[src/design/video_settings.svh]
`ifndef VIDEO_SETTINGS_SVH
`define VIDEO_SETTINGS_SVH

// ************************************************************
// horizontal intervals, in pixel clocks
// ************************************************************
`define H_SYNC      3
`define H_BACK      3
`define H_ACTIVE    16
`define H_FRONT     2

// ************************************************************
// vertical intervals, in lines
// ************************************************************
`define V_SYNC      1
`define V_BACK      1
`define V_ACTIVE    4
`define V_FRONT     1

`define BAR_WIDTH   2   // pixels per color bar

// full line and frame lengths
`define H_TOTAL     (`H_SYNC + `H_BACK + `H_ACTIVE + `H_FRONT)
`define V_TOTAL     (`V_SYNC + `V_BACK + `V_ACTIVE + `V_FRONT)

`endif

[src/design/video_pkg.sv]
package video_pkg;

    // rgb pixel, red in [23:16], green in [15:8], blue in [7:0]
    typedef logic [23:0] pixel_t;

    typedef logic [4:0]  hpos_t;    // h counter, 0 .. H_TOTAL-1
    typedef logic [2:0]  vpos_t;    // v counter, 0 .. V_TOTAL-1
    typedef logic [3:0]  col_t;     // column inside the active line

    // line fill state machine
    typedef enum logic [1:0] {
        FILL_IDLE,
        FILL_LOAD,
        FILL_WAIT
    } fill_state_t;

endpackage

[src/design/pixel_stream_if.sv]
`timescale 1ns/100ps

interface pixel_stream_if;
    import video_pkg::*;

    pixel_t tdata;
    logic   tvalid;
    logic   tready;
    logic   tlast;      // last pixel of a line

    modport source (
        output tdata,
        output tvalid,
        output tlast,
        input  tready
    );

    modport sink (
        input  tdata,
        input  tvalid,
        input  tlast,
        output tready
    );

endinterface

[src/design/colorbar_source.sv]
`timescale 1ns/100ps
`include "video_settings.svh"

module colorbar_source (
    input  logic           sys_clk,
    input  logic           reset,
    pixel_stream_if.source m
);
    import video_pkg::*;

    col_t       col;        // column of the pixel on offer
    vpos_t      line;       // active line, 0 .. V_ACTIVE-1
    logic [2:0] bar_idx;
    logic       accept;

    assign accept = m.tvalid && m.tready;

    // ************************************************************
    // color rule
    // ************************************************************
    // bar shifts by one per line, wraps over eight colors
    assign bar_idx = 3'(col / `BAR_WIDTH + line);

    assign m.tdata = {{8{bar_idx[2]}},     // red
                      {8{bar_idx[1]}},     // green
                      {8{bar_idx[0]}}};    // blue

    assign m.tlast = (col == col_t'(`H_ACTIVE - 1));

    // ************************************************************
    // position counters, move only on an accepted pixel
    // ************************************************************
    always_ff @(posedge sys_clk) begin
        if (reset) begin
            m.tvalid <= 1'b0;
            col      <= '0;
            line     <= '0;
        end else begin
            m.tvalid <= 1'b1;                   // a pixel is always on offer
            if (accept) begin
                if (m.tlast) begin
                    col <= '0;
                    if (line == vpos_t'(`V_ACTIVE - 1)) begin
                        line <= '0;             // back to top of frame
                    end else begin
                        line <= line + 1'b1;
                    end
                end else begin
                    col <= col + 1'b1;
                end
            end
        end
    end

endmodule

[src/design/line_fill_ctrl.sv]
`timescale 1ns/100ps

module line_fill_ctrl (
    input  logic              sys_clk,
    input  logic              reset,
    pixel_stream_if.sink      s,
    input  logic              line_start,
    input  logic              line_done,
    output logic              wr_en,
    output logic              wr_bank,
    output video_pkg::col_t   wr_addr,
    output video_pkg::pixel_t wr_data,
    output logic              rd_bank,
    output logic              underrun
);
    import video_pkg::*;

    fill_state_t state;
    logic [1:0]  bank_full;     // one flag per bank
    logic        line_end;      // last pixel of a line accepted

    assign s.tready = (state == FILL_LOAD);
    assign wr_en    = s.tvalid && s.tready;
    assign wr_data  = s.tdata;
    assign line_end = wr_en && s.tlast;

    // ************************************************************
    // write side, loads lines into the free bank
    // ************************************************************
    always_ff @(posedge sys_clk) begin
        if (reset) begin
            state   <= FILL_IDLE;
            wr_bank <= 1'b0;
            wr_addr <= '0;
        end else begin
            case (state)
                FILL_IDLE: begin
                    state <= FILL_LOAD;
                end
                FILL_LOAD: begin
                    if (line_end) begin
                        wr_addr <= '0;
                        wr_bank <= ~wr_bank;
                        // next bank not yet displayed
                        if (bank_full[~wr_bank]) begin
                            state <= FILL_WAIT;
                        end
                    end else if (wr_en) begin
                        wr_addr <= wr_addr + 1'b1;
                    end
                end
                FILL_WAIT: begin
                    if (!bank_full[wr_bank]) begin
                        state <= FILL_LOAD;
                    end
                end
                default: state <= FILL_IDLE;
            endcase
        end
    end

    // ************************************************************
    // bank flags and read bank select
    // ************************************************************
    always_ff @(posedge sys_clk) begin
        if (reset) begin
            bank_full <= 2'b00;
            rd_bank   <= 1'b0;
            underrun  <= 1'b0;
        end else begin
            if (line_done) begin
                bank_full[rd_bank] <= 1'b0;     // line shown, bank is free
                rd_bank            <= ~rd_bank;
            end
            if (line_end) begin
                bank_full[wr_bank] <= 1'b1;
            end
            if (line_start && !bank_full[rd_bank]) begin
                underrun <= 1'b1;               // sticky
            end
        end
    end

endmodule

[src/design/line_buffer.sv]
`timescale 1ns/100ps
`include "video_settings.svh"

module line_buffer (
    input  logic              sys_clk,
    input  logic              wr_en,
    input  logic              wr_bank,
    input  video_pkg::col_t   wr_addr,
    input  video_pkg::pixel_t wr_data,
    input  logic              rd_en,
    input  logic              rd_bank,
    input  video_pkg::col_t   rd_addr,
    output video_pkg::pixel_t rd_data
);
    import video_pkg::*;

    // two line banks, ping-pong between fill and display
    pixel_t mem [0:1][0:`H_ACTIVE-1];

    // ************************************************************
    // write port
    // ************************************************************
    always_ff @(posedge sys_clk) begin
        if (wr_en) begin
            mem[wr_bank][wr_addr] <= wr_data;
        end
    end

    // ************************************************************
    // read port, one cycle latency
    // ************************************************************
    always_ff @(posedge sys_clk) begin
        if (rd_en) begin
            rd_data <= mem[rd_bank][rd_addr];
        end
    end

endmodule

[src/design/video_timing.sv]
`timescale 1ns/100ps
`include "video_settings.svh"

module video_timing (
    input  logic              sys_clk,
    input  logic              reset,
    input  video_pkg::pixel_t rd_data,
    output logic              rd_en,
    output video_pkg::col_t   rd_addr,
    output logic              line_start,
    output logic              line_done,
    output logic              hs,
    output logic              vs,
    output logic              de,
    output video_pkg::pixel_t rgb
);
    import video_pkg::*;

    // window edges
    localparam hpos_t H_ACT_FIRST = hpos_t'(`H_SYNC + `H_BACK);
    localparam hpos_t H_ACT_LAST  = hpos_t'(`H_SYNC + `H_BACK + `H_ACTIVE - 1);
    localparam hpos_t H_LAST      = hpos_t'(`H_TOTAL - 1);
    localparam vpos_t V_ACT_FIRST = vpos_t'(`V_SYNC + `V_BACK);
    localparam vpos_t V_ACT_LAST  = vpos_t'(`V_SYNC + `V_BACK + `V_ACTIVE - 1);
    localparam vpos_t V_LAST      = vpos_t'(`V_TOTAL - 1);

    hpos_t h;
    vpos_t v;
    logic  h_act;
    logic  v_act;

    // ************************************************************
    // h and v counters, (0,0) is start of sync
    // ************************************************************
    always_ff @(posedge sys_clk) begin
        if (reset) begin
            h <= '0;
            v <= '0;
        end else if (h == H_LAST) begin
            h <= '0;
            v <= (v == V_LAST) ? '0 : v + 1'b1;     // next line
        end else begin
            h <= h + 1'b1;
        end
    end

    assign h_act = (h >= H_ACT_FIRST) && (h <= H_ACT_LAST);
    assign v_act = (v >= V_ACT_FIRST) && (v <= V_ACT_LAST);

    // read request and line pulses
    assign rd_en      = h_act && v_act;
    assign rd_addr    = col_t'(h - H_ACT_FIRST);
    assign line_start = rd_en && (h == H_ACT_FIRST);
    assign line_done  = rd_en && (h == H_ACT_LAST);

    // ************************************************************
    // outputs, one cycle late to line up with rd_data
    // ************************************************************
    always_ff @(posedge sys_clk) begin
        if (reset) begin
            hs <= 1'b0;
            vs <= 1'b0;
            de <= 1'b0;
        end else begin
            hs <= (h < hpos_t'(`H_SYNC));   // active high
            vs <= (v < vpos_t'(`V_SYNC));
            de <= rd_en;
        end
    end

    assign rgb = de ? rd_data : '0;         // black outside active video

endmodule

[src/design/colorbar_video_top.sv]
`timescale 1ns/100ps

module colorbar_video_top (
    input  logic        sys_clk,
    input  logic        reset,
    output logic        hs,
    output logic        vs,
    output logic        de,
    output logic [23:0] rgb,
    output logic        underrun
);
    import video_pkg::*;

    // line buffer write port
    logic   wr_en;
    logic   wr_bank;
    col_t   wr_addr;
    pixel_t wr_data;

    // line buffer read port
    logic   rd_bank;
    logic   rd_en;
    col_t   rd_addr;
    pixel_t rd_data;

    logic   line_start;
    logic   line_done;

    pixel_stream_if px_stream ();

    // ************************************************************
    // pattern source and line fill
    // ************************************************************
    colorbar_source u_colorbar_source (
        .sys_clk    (sys_clk    ),
        .reset      (reset      ),
        .m          (px_stream  )
    );

    line_fill_ctrl u_line_fill_ctrl (
        .sys_clk    (sys_clk    ),
        .reset      (reset      ),
        .s          (px_stream  ),
        .line_start (line_start ),
        .line_done  (line_done  ),
        .wr_en      (wr_en      ),
        .wr_bank    (wr_bank    ),
        .wr_addr    (wr_addr    ),
        .wr_data    (wr_data    ),
        .rd_bank    (rd_bank    ),
        .underrun   (underrun   )
    );

    // ************************************************************
    // ping-pong buffer and display timing
    // ************************************************************
    line_buffer u_line_buffer (
        .sys_clk    (sys_clk    ),
        .wr_en      (wr_en      ),
        .wr_bank    (wr_bank    ),
        .wr_addr    (wr_addr    ),
        .wr_data    (wr_data    ),
        .rd_en      (rd_en      ),
        .rd_bank    (rd_bank    ),
        .rd_addr    (rd_addr    ),
        .rd_data    (rd_data    )
    );

    video_timing u_video_timing (
        .sys_clk    (sys_clk    ),
        .reset      (reset      ),
        .rd_data    (rd_data    ),
        .rd_en      (rd_en      ),
        .rd_addr    (rd_addr    ),
        .line_start (line_start ),
        .line_done  (line_done  ),
        .hs         (hs         ),
        .vs         (vs         ),
        .de         (de         ),
        .rgb        (rgb        )
    );

endmodule

[config.mk]
export PLATFORM = sky130hd
export DESIGN_NAME = colorbar_video_top
export DESIGN_NICKNAME = d
export VERILOG_FILES = /design/src/design/video_pkg.sv /design/src/design/pixel_stream_if.sv /design/src/design/colorbar_source.sv /design/src/design/line_fill_ctrl.sv /design/src/design/line_buffer.sv /design/src/design/video_timing.sv /design/src/design/colorbar_video_top.sv
export VERILOG_INCLUDE_DIRS = /design/src /design/src/design
export SDC_FILE = /design/constraint.sdc
export NUM_CORES = 1
export LEC_CHECK = 0
export ABC_CLOCK_PERIOD_IN_PS = 5450
export BUFFER_PORTS_ARGS = -buffer_cell sky130_fd_sc_hd__buf_4
export CAP_MARGIN = 5
export CORE_ASPECT_RATIO = 1.4
export CORE_MARGIN = 5
export CORE_UTILIZATION = 50
export CTS_BUF_LIST = sky130_fd_sc_hd__clkbuf_4 sky130_fd_sc_hd__clkbuf_8
export DETAILED_ROUTE_END_ITERATION = 10
export PLACE_DENSITY = 0.66
export SETUP_SLACK_MARGIN = 0.4
export SYNTH_ARGS = -nofsm -noshare
export SYNTH_HDL_FRONTEND = slang
export SYNTH_SLANG_ARGS = --single-unit
[constraint.sdc]
create_clock -name sys_clk -period 5.45 [get_ports sys_clk]
set_input_delay 0.2725 -clock sys_clk [delete_from_list [all_inputs] [get_ports sys_clk]]
set_output_delay 0.2725 -clock sys_clk [all_outputs]
set_load 0.01 [all_outputs]
# After elaboration in Yosys (flattened, before gate mapping)
# Memories as Yosys holds them, arrays and structs flattened. A register that Yosys moved wholly into a read port is not among the register bits.
# Cells that the tools add are included.
# op_classes
addsub,7
n_lt_le_gt_ge,14
eq_ne,11
mux,33
bitwise,7
reduce_logical,19
# op_table
op,n
$mux 384,1
$bmux 24 s4,1
$demux 24 s4,1
$mux 24,4
$mux 1,12
$mux 2,6
$mux 4,3
$logic_and 1x1->1,11
$eq 5x5->1 const B,2
$ge 5x5->1 const B,2
$not 4->5,2
$add 4x1->4 const B,2
$add 3x1->3 const B,2
$lt 1x2->1 const B,3
$mux 3,2
$ne 2x2->1 const B,3
$pmux 2 s3,1
$reduce_and 2->1,3
$add 5x1->5 const B,1
$eq 5x3->1 const B,1
$ge 5x3->1 const B,1
$le 5x5->1 const B,1
$lt 5x1->1 const B,1
$lt 5x2->1 const B,1
other kinds (21),24
# totals
register_bits,54
ramBits,768
in_bits,2
out_inout_bits,28
word_cells,107
n_memories,1
# memory_table
memory,depth,width,rd,rd_clocked_by_memory_dff,wr,line,text
u_line_buffer.mem,2,384,1,1,1,line_buffer.sv:18,pixel_t mem [0:1][0:`H_ACTIVE-1];

# Longest topological paths before layout
# Gate-level depths: netlist of the first run.
# depth
depth_word,10
mapped_depth,8
mapped_depth_nobuf,6

# Modules after synthesis
# From an unflattened synthesis of the first run, not the netlist that was laid out.
# hier_totals
hier_cells,1951
hier_area_um2,32711.4
# modules_own_cells
mod,instances,cells_per_inst,area_per_inst_um2,seq_area_each_um2
line_buffer,1,1716,30723.2,23782.8
video_timing,1,89,743.2,220.2
line_fill_ctrl,1,77,673.1,220.2
colorbar_source,1,69,571.8,160.2

# Worst setup path after synthesis of the first run
# Ideal clock, no wire load.
# synth_path
path_kind,register -> register
from,reg u_colorbar_source.col[1]
to,mem u_line_buffer.mem[0][118] (netlist name) (data pin)
setup_time_ns,0.387
t_arrival_ns,2.029
required_ns,5.063
setup_slack_ns,3.034
stages_incl_launch_ff,6
path_buffers,0
period_less_slack_ns,2.416
path_cell_list,dfxtp_1 ha_1 inv_1 fa_1 xor2_1 xnor2_1
# synth_between
elab_chain_cells,1
# synth_lines
item,line,text
from (decl),colorbar_source.sv:11,col_t col;
from (signal assigned),colorbar_source.sv:49,col <= col + 1'b1;
$add 3x3->3,colorbar_source.sv:22,assign bar_idx = 3'(col / `BAR_WIDTH + line);
via px_stream.tdata[16],pixel_stream_if.sv:6,pixel_t tdata;
to (decl),line_buffer.sv:18,
# The timed path passes the listed nets, and every way through them passes these cells.

# Worst setup path after layout of the first run
# layout_path
from,reg u_video_timing.h[1]
to,reg u_line_buffer.rd_data[7] (enable)
# layout_between
elab_chain_cells,3
word_cells_on_any_way,4
classes_between,order compare (2); reduce/logical (2)
# layout_lines
item,line,text
from (decl),video_timing.sv:27,hpos_t h;
from (signal assigned),video_timing.sv:43,h <= h + 1'b1;
$ge 5x3->1 / $le 5x5->1 (equally long branches),video_timing.sv:47,assign h_act = (h >= H_ACT_FIRST) && (h <= H_ACT_LAST);
$logic_and 1x1->1 *,video_timing.sv:47,
$logic_and 1x1->1 *,video_timing.sv:51,assign rd_en = h_act && v_act;
via rd_en,colorbar_video_top.sv:22,logic rd_en;
to (signal assigned),line_buffer.sv:34,rd_data <= mem[rd_bank][rd_addr];
to (decl),line_buffer.sv:13,output video_pkg::pixel_t rd_data
# Mark *: on every way through the listed nets, which the timed path passes. The rest lies on a longest branch.
# A chain may end at the register's enable or synchronous reset.

==> results of run 1 <==
## kinds of logic (layout without fill, tap and decap cells)
group | Yosys count | after routing | share of synthesized area (%)
buffers and inverters | 52 | 77 | 5.75
AND/OR/NAND/NOR | 105 | 105 | 8.74
AO/OA/AOI/OAI | 41 | 41 | 4.78
flip-flops | 130 | 130 | 63.6
multiplexers | 34 | 34 | 11.9
adder cells (fa/ha/maj) | 14 | 14 | 3.23
XOR/XNOR | 13 | 13 | 2.01
## per-stage QoR
step	hold slack [ns]	area, µm²	worst slack, ns
CTS	0.145	6210	2.93
detailed placement	0.481	5800	2.95
floorplan	0.362	5650	3.03
global route	0.181	6210	2.74
finish	0.182	6210	2.95
global placement	0.461	5800	3.01
## flip-flops by register name, summed over array words and instances, names as in the netlist, named ones only
register,cells
u_colorbar_source.col,4
u_colorbar_source.line,3
u_colorbar_source.m.tvalid,1
u_line_buffer.mem,96
u_line_buffer.rd_data,3
u_line_fill_ctrl.bank_full,2
u_line_fill_ctrl.rd_bank,1
u_line_fill_ctrl.state,2
u_line_fill_ctrl.underrun,1
u_line_fill_ctrl.wr_addr,4
u_line_fill_ctrl.wr_bank,1
u_video_timing.de,1
u_video_timing.h,5
u_video_timing.hs,1
u_video_timing.v,3
u_video_timing.vs,1
## cell usage after synthesis (all sizes together) (8+ instances only)
cell     n
dfxtp   31
ha      13
mux2i    8
edfxtp  99
nand2   23
inv     13
nor2    43
nor3     8
a21oi   18
buf     31
mux4    24
clkbuf   8
## layout make-up
cell class	instances	area, µm²	share of cell area, %
clock buffer	18	241	3.89
clock inverter	14	164	2.64
inverter	13	48.8	0.786
multi-input combinational	207	1740	28.0
sequential	130	3590	57.9
tap	144	180	2.90
timing repair buffer	32	240	3.87
## power groups by stage
| stage | registers (mW) | logic (mW) | clock network, mW |
|---|---|---|---|
| detailed placement | 1.09 | 0.0734 | 0 |
| CTS | 1.07 | 0.0736 | 0.837 |
| global placement | 1.09 | 0.0720 | 0 |
| floorplan | 1.09 | 0.0583 | 0 |
| finish | 1.07 | 0.0727 | 0.822 |
| global route | 1.07 | 0.0820 | 0.884 |
## per-layer routing
| layer | vias up | GRT usage (%) |
|---|---|---|
| met4 | 0 | 5.62 |
| met2 | 52 | 28.7 |
| li1 | 1465 | - |
| met5 | - | 0 |
| met3 | 14 | 4.06 |
| met1 | 1568 | 20.0 |
## worst max-delay path by stage
stage	slack [ns]	from	to
final	2.95	u_video_timing.h[1]	u_line_buffer.rd_data[7]
after global routing	2.74	u_video_timing.h[0]	u_video_timing.v[1]
after CTS	2.93	u_video_timing.h[0]	u_line_buffer.rd_data[7]
after detailed placement	2.95	u_video_timing.h[0]	u_line_buffer.rd_data[7]
after global placement	3.01	u_video_timing.h[0]	u_line_buffer.rd_data[15]
after floorplan	3.03	u_colorbar_source.col[1]	u_line_buffer.mem[0][118]
==> flow_summary.ini, run 1 <==
[grt]
grt_start_max_net_pins = 33
gr-usage-all-layers_pct = 16.5
grt-ovfl-total = 0
grt_pass1_wl_mm = 16.8
grt_pass1_vias = 3142
antenna_found_initial = 0

[drt]
antenna_left = 0
remaining_drc_errors = 0
drt-vias-per-instance = 5.55
uppermost_layer_routed = met4
detailedRoute.firstPassIterationCount = 4
drt_wl_total_mm = 10.4
wire_per_inst_um = 18.7
detail_route.iter0.violations = 117
detail_route.wirelength.met1_mm = 4.30
via_count_of_the_routed_design = 3099
met2RoutedLength_mm = 5.72
route.met3.wl_um = 283

[timing]
total_count_of_max_transition_violations_in_the_final_report = 0
hold_viol = 0
final_period_minus_worst_setup_slack_ns = 2.50
setup_repair_after_global_routing_missed_its_margin = no
tns_ns = 0
slew-limit-headroom_pct = 33.6
final_setup_violation_count = 0
max_freq_mhz = 401
fin_worst_skew_ns = 0.00956
timing_worst_slew_pin_value_ns = 0.995
min_period_over_period_pct = 45.8

[floorplan]
die-height_um = 136
chipWidth_um = 99.9
coreArea_mm2 = 0.0112
start_util_pct = 50.4
design.die.area_mm2 = 0.0136
row_count = 46
io-pin-count = 30

[synthesis]
synth_area_leader_cell = sky130_fd_sc_hd__edfxtp_1
synth_top_cells_by_area = sky130_fd_sc_hd__edfxtp_1 (53%), sky130_fd_sc_hd__dfxtp_1 (11%), sky130_fd_sc_hd__mux4_2 (6.4%)
synth-seq-cells = 130
yosys_warning_count = 0
seq_area_frac_synth_pct = 63.6
number_of_enable_type_register_cells_in_the_synthesized_netlist = 99
syn_nets = 405
ys.flop_type = sky130_fd_sc_hd__edfxtp_1
synth_top_area_share_pct = 52.6
count_of_cell_types_in_the_netlist = 43
synth-async-reset-ratio_pct = 0
synth_area_per_cell_um2 = 14.5
synthesis.area_mm2 = 0.00565
syn-instance-count = 389

[clock_network]
cts_inserted_buffers = 17
clock-sinks = 130
clk_transition_reported_paths_ns = 0.08
insertion_delay_ns = 0.43
tritoncts_clock_tree = yes
cts_htree_levels = 4
post_cts_resized = 0
post_cts_buffers = 0
cts_root_buffer_type = sky130_fd_sc_hd__clkbuf_8
cts-hold-fix-buffers = 0
clockBufferDepth = 2

[critical_path]
worst_setup_path_end_kind = register
cpPeakStageDelay_ns = 0.54
critPathSlowestCell = sky130_fd_sc_hd__dfxtp_1
critical_path.max_fanout = 14
critical_path_class = reg -> reg
timing.critical_path.depth = 6
worst_ep_arrival_time_ns = 2.57
cp_common_cell = sky130_fd_sc_hd__a21oi_1
reg2reg_to = u_line_buffer.rd_data[7]
reg_to_reg_start = u_video_timing.h[1]
crit_path_start_kind = register
ordered_list_of_cells_on_the_worst_path = inv_1 > ha_1 > a21oi_1 > a21oi_1 > or2_2 > a211oi_1
timing.critical_path.required_ns = 5.52
rr_worst_depth = 6
cp.buffers_inverters = 1
cpLargestDelayFamily = compound AO/OA/AOI/OAI gates
timing.reg2reg.setup_slack_ns = 2.95

[hold_path]
hold-path-endpoint = u_colorbar_source.m.tvalid
min_path_type = in -> reg
timing.hold.worst.start = reset
hold_path_depth = 2

[layout]
finalNetCount = 417
layout.filler_cells = 906
post_route_cells_drive_above_1_share_pct = 20.5
area_growth_syn_to_layout_pct = 9.85
layout_commonest_cell = sky130_fd_sc_hd__edfxtp_1
final_util_pct = 55.3
layout.cells.most_common_list = sky130_fd_sc_hd__edfxtp_1 (99), sky130_fd_sc_hd__nor2_1 (43), sky130_fd_sc_hd__buf_4 (32), sky130_fd_sc_hd__dfxtp_1 (31), sky130_fd_sc_hd__nand2_1 (23)
antennaDiodeCount = 0
final-instance-count-excl-fill = 558

[power]
power_frac_clock_pct = 41.8
powerDensity_mw_per_mm2 = 317
p_leak_nw = 2.15
vdd.ir_drop.worst_mv = 0.244
power_frac_comb_pct = 3.7
switching_share_pct = 21.3
total_power_mw = 1.97
p_seq_share_pct = 54.5
power.net_switching_mw = 0.419
intPower_mw = 1.55

[place]
place_congestion = 0.825
place.detailed.hpwl_mm = 7.09
place.detailed.instances = 526
io_buffers = 29

[status]
run_status = finished, final reports clean

[run]
maxCapViolations = 0
Note: power is estimated with default switching activity, not from simulation.
==> run 2: changes to the inputs <==
Settings changed: ABC_AREA set to 1, ABC_CLOCK_PERIOD_IN_PS 5450 to 2300.
Clock period 5.45 ns to 2.3 ns, I/O delays scaled along.
==> run 2 against run 1 <==
Effect of this change:
- via count up 32%
- register-to-register slack got worse by 2.5 ns
- global-route usage up 1.7 points
- flip-flop and latch count did not move
- critical path type unchanged
==> flow_summary.ini, run 2 <==
[synthesis]
syn-instance-count = 578
leading_cell_type_by_number_of_instances_after_synthesis = sky130_fd_sc_hd__nand2_1
synth_common_cells = sky130_fd_sc_hd__nand2_1 (182), sky130_fd_sc_hd__edfxtp_1 (99), sky130_fd_sc_hd__nand3_1 (79)
synth_area_per_cell_um2 = 10.0
synth-seq-cells = 130
synth_top_cells_by_area = sky130_fd_sc_hd__edfxtp_1 (51%), sky130_fd_sc_hd__nand2_1 (12%), sky130_fd_sc_hd__dfxtp_1 (11%)
synth-async-reset-ratio_pct = 0
synth_top_area_share_pct = 51.5
yosys_warning_count = 0
seq_area_frac_synth_pct = 62.2
ys.flop_type = sky130_fd_sc_hd__edfxtp_1
synth_area_leader_cell = sky130_fd_sc_hd__edfxtp_1
synthesis.area_mm2 = 0.00578
count_of_cell_types_in_the_netlist = 32
number_of_enable_type_register_cells_in_the_synthesized_netlist = 99
syn_nets = 594

[drt]
drt-vias-per-instance = 5.41
remaining_drc_errors = 0
wire_per_inst_um = 16.4
drt_wl_total_mm = 12.4
via_count_of_the_routed_design = 4086
antenna_left = 0
detail_route.iter0.violations = 273
detailedRoute.firstPassIterationCount = 7

[floorplan]
chipWidth_um = 101
coreArea_mm2 = 0.0113
start_util_pct = 51.0
design.die.area_mm2 = 0.0138
row_count = 46
die-height_um = 137
io-pin-count = 30

[grt]
grt_start_max_net_pins = 49
globalRouteMet1Util_pct = 21.3
gr-max-usage-layer = met2
grt_pass1_vias = 3870
gr-usage-met3_pct = 3.80
grt-ovfl-total = 0
gr_met2_demand_resource_pct = 31.6
grt_pass1_wl_mm = 18.9
gr-usage-all-layers_pct = 18.2
antenna_found_initial = 0

[power]
p_leak_nw = 2.59
vdd.ir_drop.worst_mv = 0.658
powerDensity_mw_per_mm2 = 706

[place]
io_buffers = 29
placement.setup.worst_slack_ns = 0.351
place_congestion = 0.798
place.detailed.instances = 718
place.detailed.hpwl_mm = 7.57

[timing]
final_setup_violation_count = 0
timing_worst_slew_pin_value_ns = 0.613
tns_ns = 0
fin_worst_skew_ns = 0.0144
min_period_over_period_pct = 81.6
slew-limit-headroom_pct = 59.0
fin_worst_hold_slack_ns = 0.462
final_period_minus_worst_setup_slack_ns = 1.88
max_freq_mhz = 533
total_count_of_max_transition_violations_in_the_final_report = 0
hold_viol = 0
setup_repair_after_global_routing_missed_its_margin = yes
layout_setup_ws_ns = 0.423

[layout]
layout.cells.most_common_list = sky130_fd_sc_hd__nand2_1 (180), sky130_fd_sc_hd__edfxtp_1 (99), sky130_fd_sc_hd__nand3_1 (79), sky130_fd_sc_hd__buf_4 (38), sky130_fd_sc_hd__inv_1 (30)
area_growth_syn_to_layout_pct = 16.8
largest_reg_flops = 96
largest_registers = u_line_buffer.mem: 96 flops, u_video_timing.h: 5 flops
antennaDiodeCount = 0
registers.top_by_ff_count = u_line_buffer.mem
post_route_cells_drive_above_1_share_pct = 19.3
finalNetCount = 614
layout_commonest_cell = sky130_fd_sc_hd__nand2_1
final-instance-count-excl-fill = 755

[critical_path]
timing.critical_path.required_ns = 2.41
rr_worst_depth = 6
critical_path.max_fanout = 10
critical_path_class = reg -> reg
worst_setup_path_end_kind = register
crit_path_start_kind = register
worst_ep_arrival_time_ns = 1.99

[hold_path]
min_path_type = reg -> reg
hold_path_depth = 2

[clock_network]
tritoncts_clock_tree = yes
cts_htree_levels = 4
clk_transition_reported_paths_ns = 0.07
clockBufferDepth = 2
clock-sinks = 130
cts_inserted_buffers = 17
cts_root_buffer_type = sky130_fd_sc_hd__clkbuf_8
insertion_delay_ns = 0.44

[run]
maxCapViolations = 0

[status]
run_status = finished, final reports clean
[run 2: final timing paths]
check | startpoint | endpoint | slack (ns)
setup / recovery | u_line_fill_ctrl.state[0] | u_line_buffer.mem[0][127] | 0.42
hold / removal | u_line_fill_ctrl.underrun | u_line_fill_ctrl.underrun | 0.46
setup reg to reg | u_line_fill_ctrl.state[0] | u_line_buffer.mem[0][127] | 0.42
hold reg to reg | u_line_fill_ctrl.underrun | u_line_fill_ctrl.underrun | 0.46
[run 2: stage by stage]
| step | power (mW) | utilization, % | instance area [µm²] |
|---|---|---|---|
| after detailed placement | 2.82 | 53.0 | 6010 |
| after global placement | 2.81 | 53.0 | 6010 |
| after floorplan | 2.74 | - | 5800 |
| final | 4.76 | 59.5 | 6750 |
| after global routing | 4.94 | 59.5 | 6750 |
| after CTS | 4.78 | 56.9 | 6450 |
[run 2: kinds of logic after synthesis]
logic type      share of synthesized area (%)
simple gates                             23.6
compound gates                           3.10
xor+xnor                                 1.06
fa+ha+maj                                3.16
flops                                    62.2
buf+inv                                  6.86
[run 2: power breakdown]
part,internal [mW],switching [mW],total (mW),leakage [nW]
Sequential,2.52,0.0129,2.53,1.17
Clock,1.11,0.878,1.99,0.214
Combinational,0.0766,0.168,0.245,1.20
Total,3.70,1.06,4.76,2.59
[run 2: cell type report]
class                           count  area (µm²)
Fill cell                         922        4590
Sequential cell                   130        3600
Multi-Input combinational cell    371        2030
Timing Repair Buffer               44         397
Clock buffer                       19         255
Tap cell                          144         180
Clock inverter                     13         159
Inverter                           34         134
[run 2: per-layer routing]
layer  part of all wire, %  vias up
li1                      -     1995
met1                    40     1942
met2                    53      125
met3                   4.8       24
met4                   2.4        0
met5                     0        -
[run 2: repair_timing]
action / 4_1_cts / 5_1_grt
setup buffers: 0 / 1
resized for setup: 4 / 47
pin swaps: 0 / 1
hold endpoints to repair: 11 / 0
gates cloned: 0 / 3
setup endpoints to repair: 55 / 132
hold buffers: 1 / 0
[run 2: worst max-delay path, cell delays in order, from the launching register on]
cell and delay [ns]:
sky130_fd_sc_hd__dfxtp_1 0.32, sky130_fd_sc_hd__inv_1 0.06, sky130_fd_sc_hd__nor2_1 0.14, sky130_fd_sc_hd__nand2_2 0.17
sky130_fd_sc_hd__clkinv_1 0.20, sky130_fd_sc_hd__nand2_1 0.33, sky130_fd_sc_hd__nor3_2 0.32
==> run 3: changes to the inputs <==
Settings changed: ABC_AREA 1 to 0, ABC_CLOCK_PERIOD_IN_PS 2300 to 1800.
Clock period 2.3 ns to 1.8 ns, I/O delays scaled along.
==> run 3 against run 2 <==
Effect of this change:
- global-route usage grew 0.98 points
- first-iteration DRC count shrank 18%
- maximum frequency grew 5.1%
- non-clock buffer count grew 54
- worst hold slack gained 0.013 ns
- worst setup slack lost 0.41 ns
- total power grew 30%
- final cell count shrank 17%
- combinational power grew 75%
- sequential share of layout area shrank 6.0 points
- die area shrank 2.0%
- clock-buffer cell count shrank 2
- critical endpoint is now u_line_buffer.rd_data[7]
- highest routed layer unchanged
==> flow_summary.ini, run 3 (same netlist as run 1, synthesis figures left out) <==
[status]
run_status = finished, final reports clean

[critical_path]
critical_path.max_fanout = 6
worst_setup_path_end_kind = register
worst_ep_arrival_time_ns = 1.96
critical_path_class = reg -> reg
cpPeakStageDelay_ns = 0.49
ordered_list_of_cells_on_the_worst_path = buf_12 > buf_8 > mux4_2 > mux2i_2 > a32o_1 > a311oi_1
critPathSlowestCell = sky130_fd_sc_hd__mux4_2
crit_path_start_kind = register
timing.critical_path.required_ns = 1.98

[hold_path]
min_path_type = reg -> reg

[layout]
largest_reg_flops = 96
antennaDiodeCount = 0
registers.top_by_ff_count = u_line_buffer.mem
post_route_cells_drive_above_1_share_pct = 53.8
largest_registers = u_line_buffer.mem: 96 flops, u_video_timing.h: 5 flops
layout.filler_cells = 749
area_growth_syn_to_layout_pct = 36.0
finalNetCount = 484
layout.cells.most_common_list = sky130_fd_sc_hd__edfxtp_1 (99), sky130_fd_sc_hd__buf_4 (64), sky130_fd_sc_hd__nor2_4 (31), sky130_fd_sc_hd__mux4_2 (21), sky130_fd_sc_hd__buf_6 (21)
layout_commonest_cell = sky130_fd_sc_hd__edfxtp_1

[grt]
gr-usage-all-layers_pct = 19.2
antenna_found_initial = 0
grt_pass1_vias = 3505
gr_met2_demand_resource_pct = 35.2
gr-usage-met3_pct = 3.85
gr-max-usage-layer = met2
grt_start_max_net_pins = 33
grt-ovfl-total = 0
grt_pass1_wl_mm = 18.9
globalRouteMet1Util_pct = 21.7

[drt]
wire_per_inst_um = 20.3
via_count_of_the_routed_design = 3456
detailedRoute.firstPassIterationCount = 5
antenna_left = 0
drt_wl_total_mm = 12.7
remaining_drc_errors = 0
detail_route.iter0.violations = 223
drt-vias-per-instance = 5.53

[power]
total_power_mw = 6.18
power_frac_comb_pct = 6.9
power.net_switching_mw = 1.49
p_leak_nw = 2.59
intPower_mw = 4.68
powerDensity_mw_per_mm2 = 804
power_frac_clock_pct = 40.8
p_seq_share_pct = 52.3
vdd.ir_drop.worst_mv = 0.532
switching_share_pct = 24.2

[clock_network]
clock-sinks = 130
clk_transition_reported_paths_ns = 0.08
cts_htree_levels = 4
insertion_delay_ns = 0.44
clockBufferDepth = 2
cts_inserted_buffers = 17
cts_root_buffer_type = sky130_fd_sc_hd__clkbuf_8
tritoncts_clock_tree = yes

[timing]
hold_viol = 0
total_count_of_max_transition_violations_in_the_final_report = 0
max_freq_mhz = 560
slew-limit-headroom_pct = 73.4
timing_worst_slew_pin_value_ns = 0.398
setup_repair_after_global_routing_missed_its_margin = yes
tns_ns = 0
fin_worst_skew_ns = 0.00829
min_period_over_period_pct = 99.3
final_period_minus_worst_setup_slack_ns = 1.79
final_setup_violation_count = 0

[floorplan]
row_count = 46
io-pin-count = 30
start_util_pct = 50.4
chipWidth_um = 99.9
die-height_um = 136
design.die.area_mm2 = 0.0136
coreArea_mm2 = 0.0112

[place]
place_congestion = 0.798
place.detailed.hpwl_mm = 7.47
io_buffers = 29

[run]
maxCapViolations = 0
[run 3: path summary, 6_finish.rpt]
kind                              from                        end  slack, ns  cells past startpoint
max                           register   u_line_buffer.rd_data[7]       0.01                      6
min reg2reg  u_line_fill_ctrl.underrun  u_line_fill_ctrl.underrun       0.47                      2
max reg2reg                   register   u_line_buffer.rd_data[7]       0.01                      6
min          u_line_fill_ctrl.underrun  u_line_fill_ctrl.underrun       0.47                      2
[run 3: through the flow]
step	hold WS, ns	worst slack [ns]	util, %	instance area (µm²)	cells
floorplan	0.166	0.0628	-	5930	389
global placement	0.419	-0.261	56.0	6290	555
detailed placement	0.425	-0.280	56.0	6290	555
CTS	0.482	-0.0453	65.6	7370	617
global route	0.503	-0.0372	68.5	7690	625
finish	0.475	0.0132	68.5	7690	625
[run 3: layout make-up]
type                            count  area (µm²)  area share [%]
Timing Repair Buffer               98         985            12.8
Sequential cell                   130        3630            47.2
Clock buffer                       17         234            3.04
Multi-Input combinational cell    208        2430            31.6
Tap cell                          144         180            2.34
Inverter                           13        56.3           0.732
Clock inverter                     15         171            2.23
[run 3: power by group through the flow]
stage	clock (mW)	combinational [mW]	sequential, mW
after floorplan	0	0.231	3.30
after global placement	0	0.306	3.31
after detailed placement	0	0.311	3.31
after CTS	2.56	0.387	3.23
after global routing	2.71	0.456	3.23
final	2.52	0.428	3.23
[run 3: worst max-delay path, delay by kind of cell, from the launching register on]
kind                   cells  cell delay [ns]
AOI/OAI and AO/OA          2             0.21
buffers and inverters      2             0.25
DFF                        1             0.40
muxes                      2             0.67
[run 3: what timing repair did]
item | in CTS | in global routing
cloned | 4 | 1
resized for setup | 91 | 67
hold buffers | 1 | 0
buffers inserted | 25 | 7
pin swaps | 15 | 22
setup endpoints to repair | 201 | 195
endpoints found under the hold margin | 1 | 0
[run 3: layer usage]
| metal | routed length (µm) | share of wire [%] |
|---|---|---|
| met5 | 0 | 0 |
| met4 | 238 | 1.9 |
| met3 | 447 | 3.5 |
| met2 | 7200 | 57 |
| met1 | 4790 | 38 |
